[config.mk]
export PLATFORM = sky130hd
export DESIGN_NAME = window_tap_top
export DESIGN_NICKNAME = d
export VERILOG_FILES = /design/src/design/pixel_pkg.sv /design/src/design/axil_pkg.sv /design/src/design/axil_cfg_regs.sv /design/src/design/line_buffer.sv /design/src/design/window_5x5.sv /design/src/design/tap_mux25.sv /design/src/design/window_tap_top.sv
export SDC_FILE = /design/constraint.sdc
export NUM_CORES = 2
export LEC_CHECK = 0
export BUFFER_PORTS_ARGS = -buffer_cell sky130_fd_sc_hd__buf_2
export CAP_MARGIN = 15
export CELL_PAD_IN_SITES_DETAIL_PLACEMENT = 1
export CELL_PAD_IN_SITES_GLOBAL_PLACEMENT = 2
export CORE_AREA = 2 2 648 650
export DETAILED_ROUTE_END_ITERATION = 10
export DIE_AREA = 0 0 650 652
export GPL_TIMING_DRIVEN = 0
export PLACE_DENSITY = 0.62
export SLEW_MARGIN = 20
export SYNTH_ARGS = -nofsm -noshare
export SYNTH_HDL_FRONTEND = slang
export SYNTH_SLANG_ARGS = --single-unit
export TNS_END_PERCENT = 1
[constraint.sdc]
create_clock -name clk -period 3.1 [get_ports clk]
set_clock_uncertainty 0.05 [all_clocks]
set_input_delay 0.465 -clock clk [delete_from_list [all_inputs] [get_ports clk]]
set_output_delay 0.465 -clock clk [all_outputs]
set_load 0.05 [all_outputs]
[src/design/pixel_pkg.sv]
`default_nettype none

package pixel_pkg;

    localparam int PIXEL_WIDTH = 12;
    localparam int MAX_LINE    = 64;   // also the depth of each line buffer
    localparam int MIN_LINE    = 5;
    localparam int WIN_SIZE    = 5;
    localparam int TAP_COUNT   = WIN_SIZE * WIN_SIZE;

    // address bits needed to index one line buffer
    localparam int LB_ADDR_BITS = $clog2(MAX_LINE);

    typedef logic [PIXEL_WIDTH-1:0] pixel_t;

    // wide enough to hold MAX_LINE itself
    typedef logic [6:0] line_idx_t;

    typedef logic [4:0] tap_sel_t;

    // column 0 is the oldest pixel of the row
    typedef pixel_t [WIN_SIZE-1:0] win_row_t;

    // row 0 is the oldest line, so the newest pixel sits at [4][4]
    typedef win_row_t [WIN_SIZE-1:0] window_t;

    typedef struct packed {
        logic   valid;
        pixel_t data;
    } pix_stream_t;

endpackage

`default_nettype wire

[src/design/axil_pkg.sv]
`default_nettype none

package axil_pkg;

    localparam int AXIL_ADDR_BITS = 4;
    localparam int AXIL_DATA_BITS = 32;

    localparam logic [AXIL_ADDR_BITS-1:0] ADDR_TAP_SEL = 4'h0;
    localparam logic [AXIL_ADDR_BITS-1:0] ADDR_WIDTH   = 4'h4;
    localparam logic [AXIL_ADDR_BITS-1:0] ADDR_COUNT   = 4'h8;

    typedef enum logic [1:0] {
        OKAY   = 2'd0,
        SLVERR = 2'd2
    } axil_resp_e;

    typedef enum logic {
        W_IDLE,
        W_RESP
    } axil_wstate_e;

    typedef enum logic {
        R_IDLE,
        R_DATA
    } axil_rstate_e;

    typedef struct packed {
        logic                      awvalid;
        logic [AXIL_ADDR_BITS-1:0] awaddr;
        logic                      wvalid;
        logic [AXIL_DATA_BITS-1:0] wdata;
        logic                      bready;
        logic                      arvalid;
        logic [AXIL_ADDR_BITS-1:0] araddr;
        logic                      rready;
    } axil_req_t;

    typedef struct packed {
        logic                      awready;
        logic                      wready;
        logic                      bvalid;
        axil_resp_e                bresp;
        logic                      arready;
        logic                      rvalid;
        logic [AXIL_DATA_BITS-1:0] rdata;
        axil_resp_e                rresp;
    } axil_rsp_t;

endpackage

`default_nettype wire

[src/design/axil_cfg_regs.sv]
`timescale 1ns/10ps
`default_nettype none

module axil_cfg_regs
    import pixel_pkg::*;
    import axil_pkg::*;
(
    input  logic      clk,
    input  logic      reset,
    input  axil_req_t axil_req,
    output axil_rsp_t axil_rsp,
    input  logic      pixel_accept,
    output tap_sel_t  tap_sel,
    output line_idx_t line_width,
    output logic      clear
);

    axil_wstate_e              wstate;
    axil_rstate_e              rstate;
    axil_resp_e                bresp;
    axil_resp_e                rresp;
    logic [AXIL_DATA_BITS-1:0] rdata;
    logic [AXIL_DATA_BITS-1:0] pixel_count;
    logic                      wr_fire;
    logic                      rd_fire;

    // address and data are taken together, never one without the other
    assign wr_fire = (wstate == W_IDLE) && axil_req.awvalid && axil_req.wvalid;
    assign rd_fire = (rstate == R_IDLE) && axil_req.arvalid;

    always_comb begin
        axil_rsp.awready = wr_fire;
        axil_rsp.wready  = wr_fire;
        axil_rsp.bvalid  = (wstate == W_RESP);
        axil_rsp.bresp   = bresp;
        axil_rsp.arready = rd_fire;
        axil_rsp.rvalid  = (rstate == R_DATA);
        axil_rsp.rdata   = rdata;
        axil_rsp.rresp   = rresp;
    end

    always_ff @(posedge clk) begin
        if (reset) begin
            wstate     <= W_IDLE;
            bresp      <= OKAY;
            tap_sel    <= tap_sel_t'(TAP_COUNT - 1);   // newest pixel, a plain pass-through
            line_width <= line_idx_t'(MAX_LINE);
            clear      <= 1'b0;
        end else begin
            clear <= 1'b0;
            case (wstate)
                W_IDLE: begin
                    if (wr_fire) begin
                        wstate <= W_RESP;
                        bresp  <= SLVERR;
                        case (axil_req.awaddr)
                            ADDR_TAP_SEL: begin
                                tap_sel <= axil_req.wdata[4:0];
                                bresp   <= OKAY;
                            end
                            ADDR_WIDTH: begin
                                if (axil_req.wdata >= MIN_LINE && axil_req.wdata <= MAX_LINE) begin
                                    line_width <= axil_req.wdata[6:0];
                                    clear      <= 1'b1;   // restart the window at the new width
                                    bresp      <= OKAY;
                                end
                            end
                            default: ;   // count is read only
                        endcase
                    end
                end
                W_RESP: if (axil_req.bready) wstate <= W_IDLE;
            endcase
        end
    end

    always_ff @(posedge clk) begin
        if (reset) begin
            rstate <= R_IDLE;
            rresp  <= OKAY;
        end else begin
            case (rstate)
                R_IDLE: begin
                    if (rd_fire) begin
                        rstate <= R_DATA;
                        rresp  <= OKAY;
                        case (axil_req.araddr)
                            ADDR_TAP_SEL: rdata <= AXIL_DATA_BITS'(tap_sel);
                            ADDR_WIDTH:   rdata <= AXIL_DATA_BITS'(line_width);
                            ADDR_COUNT:   rdata <= pixel_count;
                            default: begin
                                rdata <= '0;
                                rresp <= SLVERR;
                            end
                        endcase
                    end
                end
                R_DATA: if (axil_req.rready) rstate <= R_IDLE;
            endcase
        end
    end

    always_ff @(posedge clk) begin
        if (reset || clear) pixel_count <= '0;
        else if (pixel_accept) pixel_count <= pixel_count + 1'b1;
    end

    bvalid_held: assert property (@(posedge clk) disable iff (reset)
        axil_rsp.bvalid && !axil_req.bready |=> axil_rsp.bvalid);

endmodule

`default_nettype wire

[src/design/line_buffer.sv]
`timescale 1ns/10ps
`default_nettype none

module line_buffer
    import pixel_pkg::*;
(
    input  logic      clk,
    input  logic      reset,
    input  logic      clear,
    input  logic      shift,
    input  line_idx_t line_width,
    input  pixel_t    din,
    output pixel_t    dout
);

    pixel_t    mem [MAX_LINE];
    line_idx_t ptr;
    logic      filled;   // set once the pointer has gone all the way round

    // the entry under the pointer is the pixel written one line ago
    assign dout = filled ? mem[ptr[LB_ADDR_BITS-1:0]] : '0;

    always_ff @(posedge clk) begin
        if (reset || clear) begin
            ptr    <= '0;
            filled <= 1'b0;
        end else if (shift) begin
            if (ptr >= line_width - 1'b1) begin
                ptr    <= '0;
                filled <= 1'b1;
            end else begin
                ptr <= ptr + 1'b1;
            end
        end
    end

    always_ff @(posedge clk) begin
        if (shift) mem[ptr[LB_ADDR_BITS-1:0]] <= din;   // read old, write new in one slot
    end

    // a width write moves line_width one cycle before clear brings the pointer back
    ptr_in_line: assert property (@(posedge clk) disable iff (reset || clear)
        ptr < line_width);

endmodule

`default_nettype wire

[src/design/window_5x5.sv]
`timescale 1ns/10ps
`default_nettype none

module window_5x5
    import pixel_pkg::*;
(
    input  logic      clk,
    input  logic      reset,
    input  logic      clear,
    input  logic      shift,
    input  line_idx_t line_width,
    input  pixel_t    din,
    output window_t   window
);

    pixel_t row_in [WIN_SIZE];   // pixel entering each window row

    assign row_in[WIN_SIZE-1] = din;

    // each line buffer delays the feed of the row below by one line
    for (genvar r = 0; r < WIN_SIZE - 1; r++) begin : g_lines
        line_buffer i_line_buffer (
            .clk        (clk),
            .reset      (reset),
            .clear      (clear),
            .shift      (shift),
            .line_width (line_width),
            .din        (row_in[r+1]),
            .dout       (row_in[r])
        );
    end

    always_ff @(posedge clk) begin
        if (reset || clear) begin
            window <= '0;
        end else if (shift) begin
            for (int r = 0; r < WIN_SIZE; r++) begin
                // new pixel lands in column 4 and the rest move one column older
                window[r] <= {row_in[r], window[r][WIN_SIZE-1:1]};
            end
        end
    end

endmodule

`default_nettype wire

[src/design/tap_mux25.sv]
`timescale 1ns/10ps
`default_nettype none

module tap_mux25
    import pixel_pkg::*;
(
    input  logic        clk,
    input  logic        reset,
    input  window_t     window,
    input  tap_sel_t    tap_sel,
    input  logic        in_valid,
    output logic        in_ready,
    output pix_stream_t out_stream,
    input  logic        out_ready
);

    logic     accept;
    logic     load;
    logic     pend;      // the window holds a pixel that has not reached the output yet
    logic     out_valid;
    pixel_t   out_data;
    pixel_t   sel_pix;
    tap_sel_t tap_q;     // tap in force when the pending pixel was accepted

    assign in_ready = out_ready || !out_valid;
    assign accept   = in_valid && in_ready;
    assign load     = pend && in_ready;   // a new accept always coincides with a load

    always_comb begin
        sel_pix = '0;   // index 25 and above stays zero
        for (int ty = 0; ty < WIN_SIZE; ty++) begin
            for (int tx = 0; tx < WIN_SIZE; tx++) begin
                if (tap_q == tap_sel_t'(ty * WIN_SIZE + tx)) sel_pix = window[ty][tx];
            end
        end
    end

    always_ff @(posedge clk) begin
        if (reset) begin
            pend      <= 1'b0;
            out_valid <= 1'b0;
        end else begin
            pend <= accept || (pend && !load);
            if (load) out_valid <= 1'b1;
            else if (out_ready) out_valid <= 1'b0;
        end
    end

    always_ff @(posedge clk) begin
        if (accept) tap_q <= tap_sel;
        if (load) out_data <= sel_pix;
    end

    assign out_stream = '{valid: out_valid, data: out_data};

    out_data_held: assert property (@(posedge clk) disable iff (reset)
        out_stream.valid && !out_ready |=> out_stream.valid && $stable(out_stream.data));

endmodule

`default_nettype wire

[src/design/window_tap_top.sv]
`timescale 1ns/10ps
`default_nettype none

module window_tap_top
    import pixel_pkg::*;
    import axil_pkg::*;
(
    input  logic        clk,
    input  logic        reset,
    input  axil_req_t   axil_req,
    output axil_rsp_t   axil_rsp,
    input  pix_stream_t in_stream,
    output logic        in_ready,
    output pix_stream_t out_stream,
    input  logic        out_ready
);

    logic      pixel_accept;
    logic      clear;
    tap_sel_t  tap_sel;
    line_idx_t line_width;
    window_t   window;

    assign pixel_accept = in_stream.valid && in_ready;

    axil_cfg_regs i_axil_cfg_regs (
        .clk          (clk),
        .reset        (reset),
        .axil_req     (axil_req),
        .axil_rsp     (axil_rsp),
        .pixel_accept (pixel_accept),
        .tap_sel      (tap_sel),
        .line_width   (line_width),
        .clear        (clear)
    );

    window_5x5 i_window_5x5 (
        .clk        (clk),
        .reset      (reset),
        .clear      (clear),
        .shift      (pixel_accept),
        .line_width (line_width),
        .din        (in_stream.data),
        .window     (window)
    );

    // the mux reads the window a cycle after the shift so the new pixel is included
    tap_mux25 i_tap_mux25 (
        .clk        (clk),
        .reset      (reset),
        .window     (window),
        .tap_sel    (tap_sel),
        .in_valid   (in_stream.valid),
        .in_ready   (in_ready),
        .out_stream (out_stream),
        .out_ready  (out_ready)
    );

endmodule

`default_nettype wire

==> results.md <==
- Status: finished, violations left
- Failing checks: setup timing
- Non-Filler Instances: 14.06k
- Nets: around 8.3k
- Post-DP HPWL: between 200000 and 300000 µm
- CP max stage cell: o211ai_1
- Syn Inst Count: 7333
- Setup Crit Path Kind: reg -> reg
- CORE AREA: 416000 µm²
- ANT nets after route: 0
- Initial DRC Count: between 7k and 8k
- Most common cell after layout, fill and taps aside: edfxtp_1
- Min-delay worst type: in -> reg
- Pwr per Cell Area: roughly 630 nW/µm²
- Pleak: between 50 and 60 nW
- Die Y: 652 µm
- Most frequent CP cell: buf_12
- Worst-path fanout max: 28
- DR vias: around 75k
- Critical Path End Type: flop
- Hold Vio Cnt, Final: 0
- Cell taking the most area after synthesis: edfxtp_1
- Internal power: around 81 mW
- Routed wire length per instance: 30.18 µm
- Mean area per synthesized cell: 18.70 µm²
- Final slew viol count: 0
- Initial core utilization: between 30% and 40%
- Layout area overhead: 21.73%
- H-tree lvl count: 5
- Fraction of layout cells with a size suffix above 1: 30.80%
- WL met3: between 20000 and 25000 µm
- Dpl ws: -2.663 ns
- DR DRC count: 0
- First-pass GRT wire length: ~600000 µm
- Final setup margin: -0.3434 ns
- Share of the synthesized area in the top cell type: between 60% and 70%
- Worst Path Arrival: about 4.0 ns
- Synth Cell Area: 137100 µm²
- Max Clock Freq: about 290 MHz
- CP Cell Sequence: buf_6, buf_12, buf_12, mux4_2, mux4_2, o211ai_1, nand2_4, buf_12, buf_16
- Worst-margin pin slew: approximately 1.2 ns
- Placer Congestion: between 0.9 and 1
- Largest cells by area after synthesis: edfxtp_1, mux4_2, dfxtp_1
- Fin util: between 40% and 50%
- Worst skew pair latency: roughly 0.96 ns
- # fillers: 40.09k
- Register area share after synthesis: roughly 74%
- Clk sinks: between 3k and 4k
- Die X: between 600 and 700 µm
- CP startpoint kind: flop
- Peak supply drop: 633.3 µV
- CTS buffer count: around 380
- CTS tree: done
- Worst EP required: roughly 3.7 ns
- Clock root cell: clkbuf_16
- Routed wire length: 424500 µm
- CP top delay family: multiplexers
- Unrepaired setup endpoints after global routing: yes
- Placed Instances: approximately 13k
- Async S/R FF share, synth: 0%
- Sw frac: between 20% and 30%
- Number of synthesized flops with an enable pin: 3121
- Synth warn: 0
- Top routing layer in use: met4
- Die Footprint: between 400000 and 500000 µm²
- Met2 WL: roughly 200000 µm
- Synth cell types: 67
- Buf/Inv on CP: 5
- Sw power: ~23 mW
- Rows: ~240
- GRT Residual Overflow: 0
- Gr usage total: between 10% and 20%
- DR pass1 iterations: 5
- Top-level I/O count: approximately 120
- PortBufs: between 100 and 150
- Combinational share of power: under 10%
- Vias in the first global route: approximately 80k
- Total of max-cap violations: 0
- Vias per inst: between 5 and 6
- Final setup viols: approximately 2.0k
- Most frequent cells in the layout: edfxtp_1, mux4_2, nand2_1
- Clk slew on worst S/H paths: approximately 0.060 ns
- Antenna violations before repair: 20
- Fin crit share: 111.1%
- Largest net degree at the start of global routing: 66
- Seq pwr share: 49.4%
- Top_reg_cell synth: edfxtp_1
- CTS Buffer Depth: 4
- Slowest stage delay, CP: 0.70 ns
- Register bit total from synthesis: between 3k and 4k
- M1 WL: approximately 180000 µm
- Period minus WS final: approximately 3.4 ns
- Clock network power share: between 40 and 50%
- Headroom to the max-slew limit: 21.80%
==> power groups by stage <==
stage	logic [mW]	registers [mW]	clock network, mW
after floorplan	3.60	52.5	0
after global routing	6.75	51.6	49.0
after CTS	6.23	51.6	47.3
final	6.40	51.6	46.4
after detailed placement	5.92	52.6	0
after global placement	5.80	52.6	0
==> cell type report <==
class | instances | area, µm² | area share (%)
sequential | 3528 | 101900 | 61.03
multi-input combinational | 3329 | 36180 | 21.67
clock buffer | 448 | 10010 | 5.994
tap | 5497 | 6878 | 4.120
timing repair buffer | 488 | 6165 | 3.693
buffer | 459 | 2995 | 1.794
clock inverter | 247 | 2614 | 1.566
inverter | 25 | 105.1 | 0.06296
antenna | 42 | 105.1 | 0.06296
==> flip-flops by register name (all words and copies together), names as in the netlist, 4 cells and up, named ones only <==
name / count
i_window_5x5.g_lines.i_line_buffer.mem: 3072
i_tap_mux25.tap_q: 5
i_axil_cfg_regs.rdata: 32
i_window_5x5.g_lines.i_line_buffer.ptr: 28
i_axil_cfg_regs.pixel_count: 32
i_window_5x5.g_lines.i_line_buffer.filled: 4
i_axil_cfg_regs.tap_sel: 5
i_tap_mux25.out_data: 12
i_axil_cfg_regs.line_width: 7
i_window_5x5.window: 300
==> layer usage <==
metal  vias up  track usage [%]
met1     40510            27.03
li1      31440                -
met4         0            5.821
met5         -                0
met3       548            2.696
met2      2091            31.87
==> per-stage QoR <==
step | setup TNS [ns] | cell area (µm²) | total power, mW | hold slack, ns
floorplan | -135.07 | 137200 | 56.13 | 0.3717
global placement | - | 144600 | 58.38 | 0.3912
detailed placement | -7669.58 | 146800 | 58.50 | 0.3961
CTS | -826.33 | 165000 | 105.1 | 0.007467
global route | -320.98 | 166900 | 107.3 | 0.04123
finish | -213.62 | 166900 | 104.4 | 0.06434
==> Yosys cell counts, drive strengths merged (7+ instances only) <==
cell type,count
edfxtp,3121
mux4,887
nand2,647
nor2,457
dfxtp,407
a21oi,361
clkbuf,253
buf,210
a22oi,126
mux2i,115
nor3,85
o21ai,81
nand3,55
o211ai,44
o22ai,39
ha,34
and3,33
xor2,31
a221oi,29
a22o,27
inv,25
nand4,23
nand2b,19
nor2b,19
xnor2,19
or3,16
o21a,14
a21o,13
a211oi,12
and2,11
nand3b,11
or2,10
a2111oi,9
a31oi,9
or3b,9
mux2,8
nor4,8
a222oi,7
==> worst paths after layout <==
path | from | end | slack [ns] | cells past startpoint
worst max-delay path | flop | i_window_5x5.g_lines[0].i_line_buffer.mem[9][6]$_DFFE_PP_ | -0.34 | 9
worst min-delay path | in_stream[9] | i_window_5x5.g_lines[3].i_line_buffer.mem[5][9]$_DFFE_PP_ | 0.06 | 1
worst max register to register | flop | i_window_5x5.g_lines[0].i_line_buffer.mem[9][6]$_DFFE_PP_ | -0.34 | 9
worst min register to register | i_window_5x5.window[121]$_SDFFE_PP0P_ | i_window_5x5.window[121]$_SDFFE_PP0P_ | 0.40 | 2
==> logic make-up (layout without fill, tap and decap cells) <==
family | count (synthesis) | in the layout | synth area share (%)
DFF | 3528 | 3528 | 74.28
and+or+nand+nor | 1419 | 1430 | 4.389
muxes | 1010 | 1010 | 15.47
AOI/OAI and AO/OA | 803 | 803 | 3.650
buffers and inverters | 488 | 1667 | 1.574
xor gates and xnor gates | 50 | 50 | 0.3193
adders and majority gates | 34 | 34 | 0.3102
other | 1 | 44 | 0.002735
==> repair_timing <==
| action | CTS | global route |
|---|---|---|
| resized for setup | 574 | 246 |
| cloned | 9 | 11 |
| buffers inserted | 218 | 66 |
| endpoints found under the setup margin | 5754 | 4931 |
| endpoints found under the hold margin | 111 | 0 |
| pin swaps | 168 | 50 |
| hold buffers | 29 | 0 |
(Power assumes the default switching activity.)
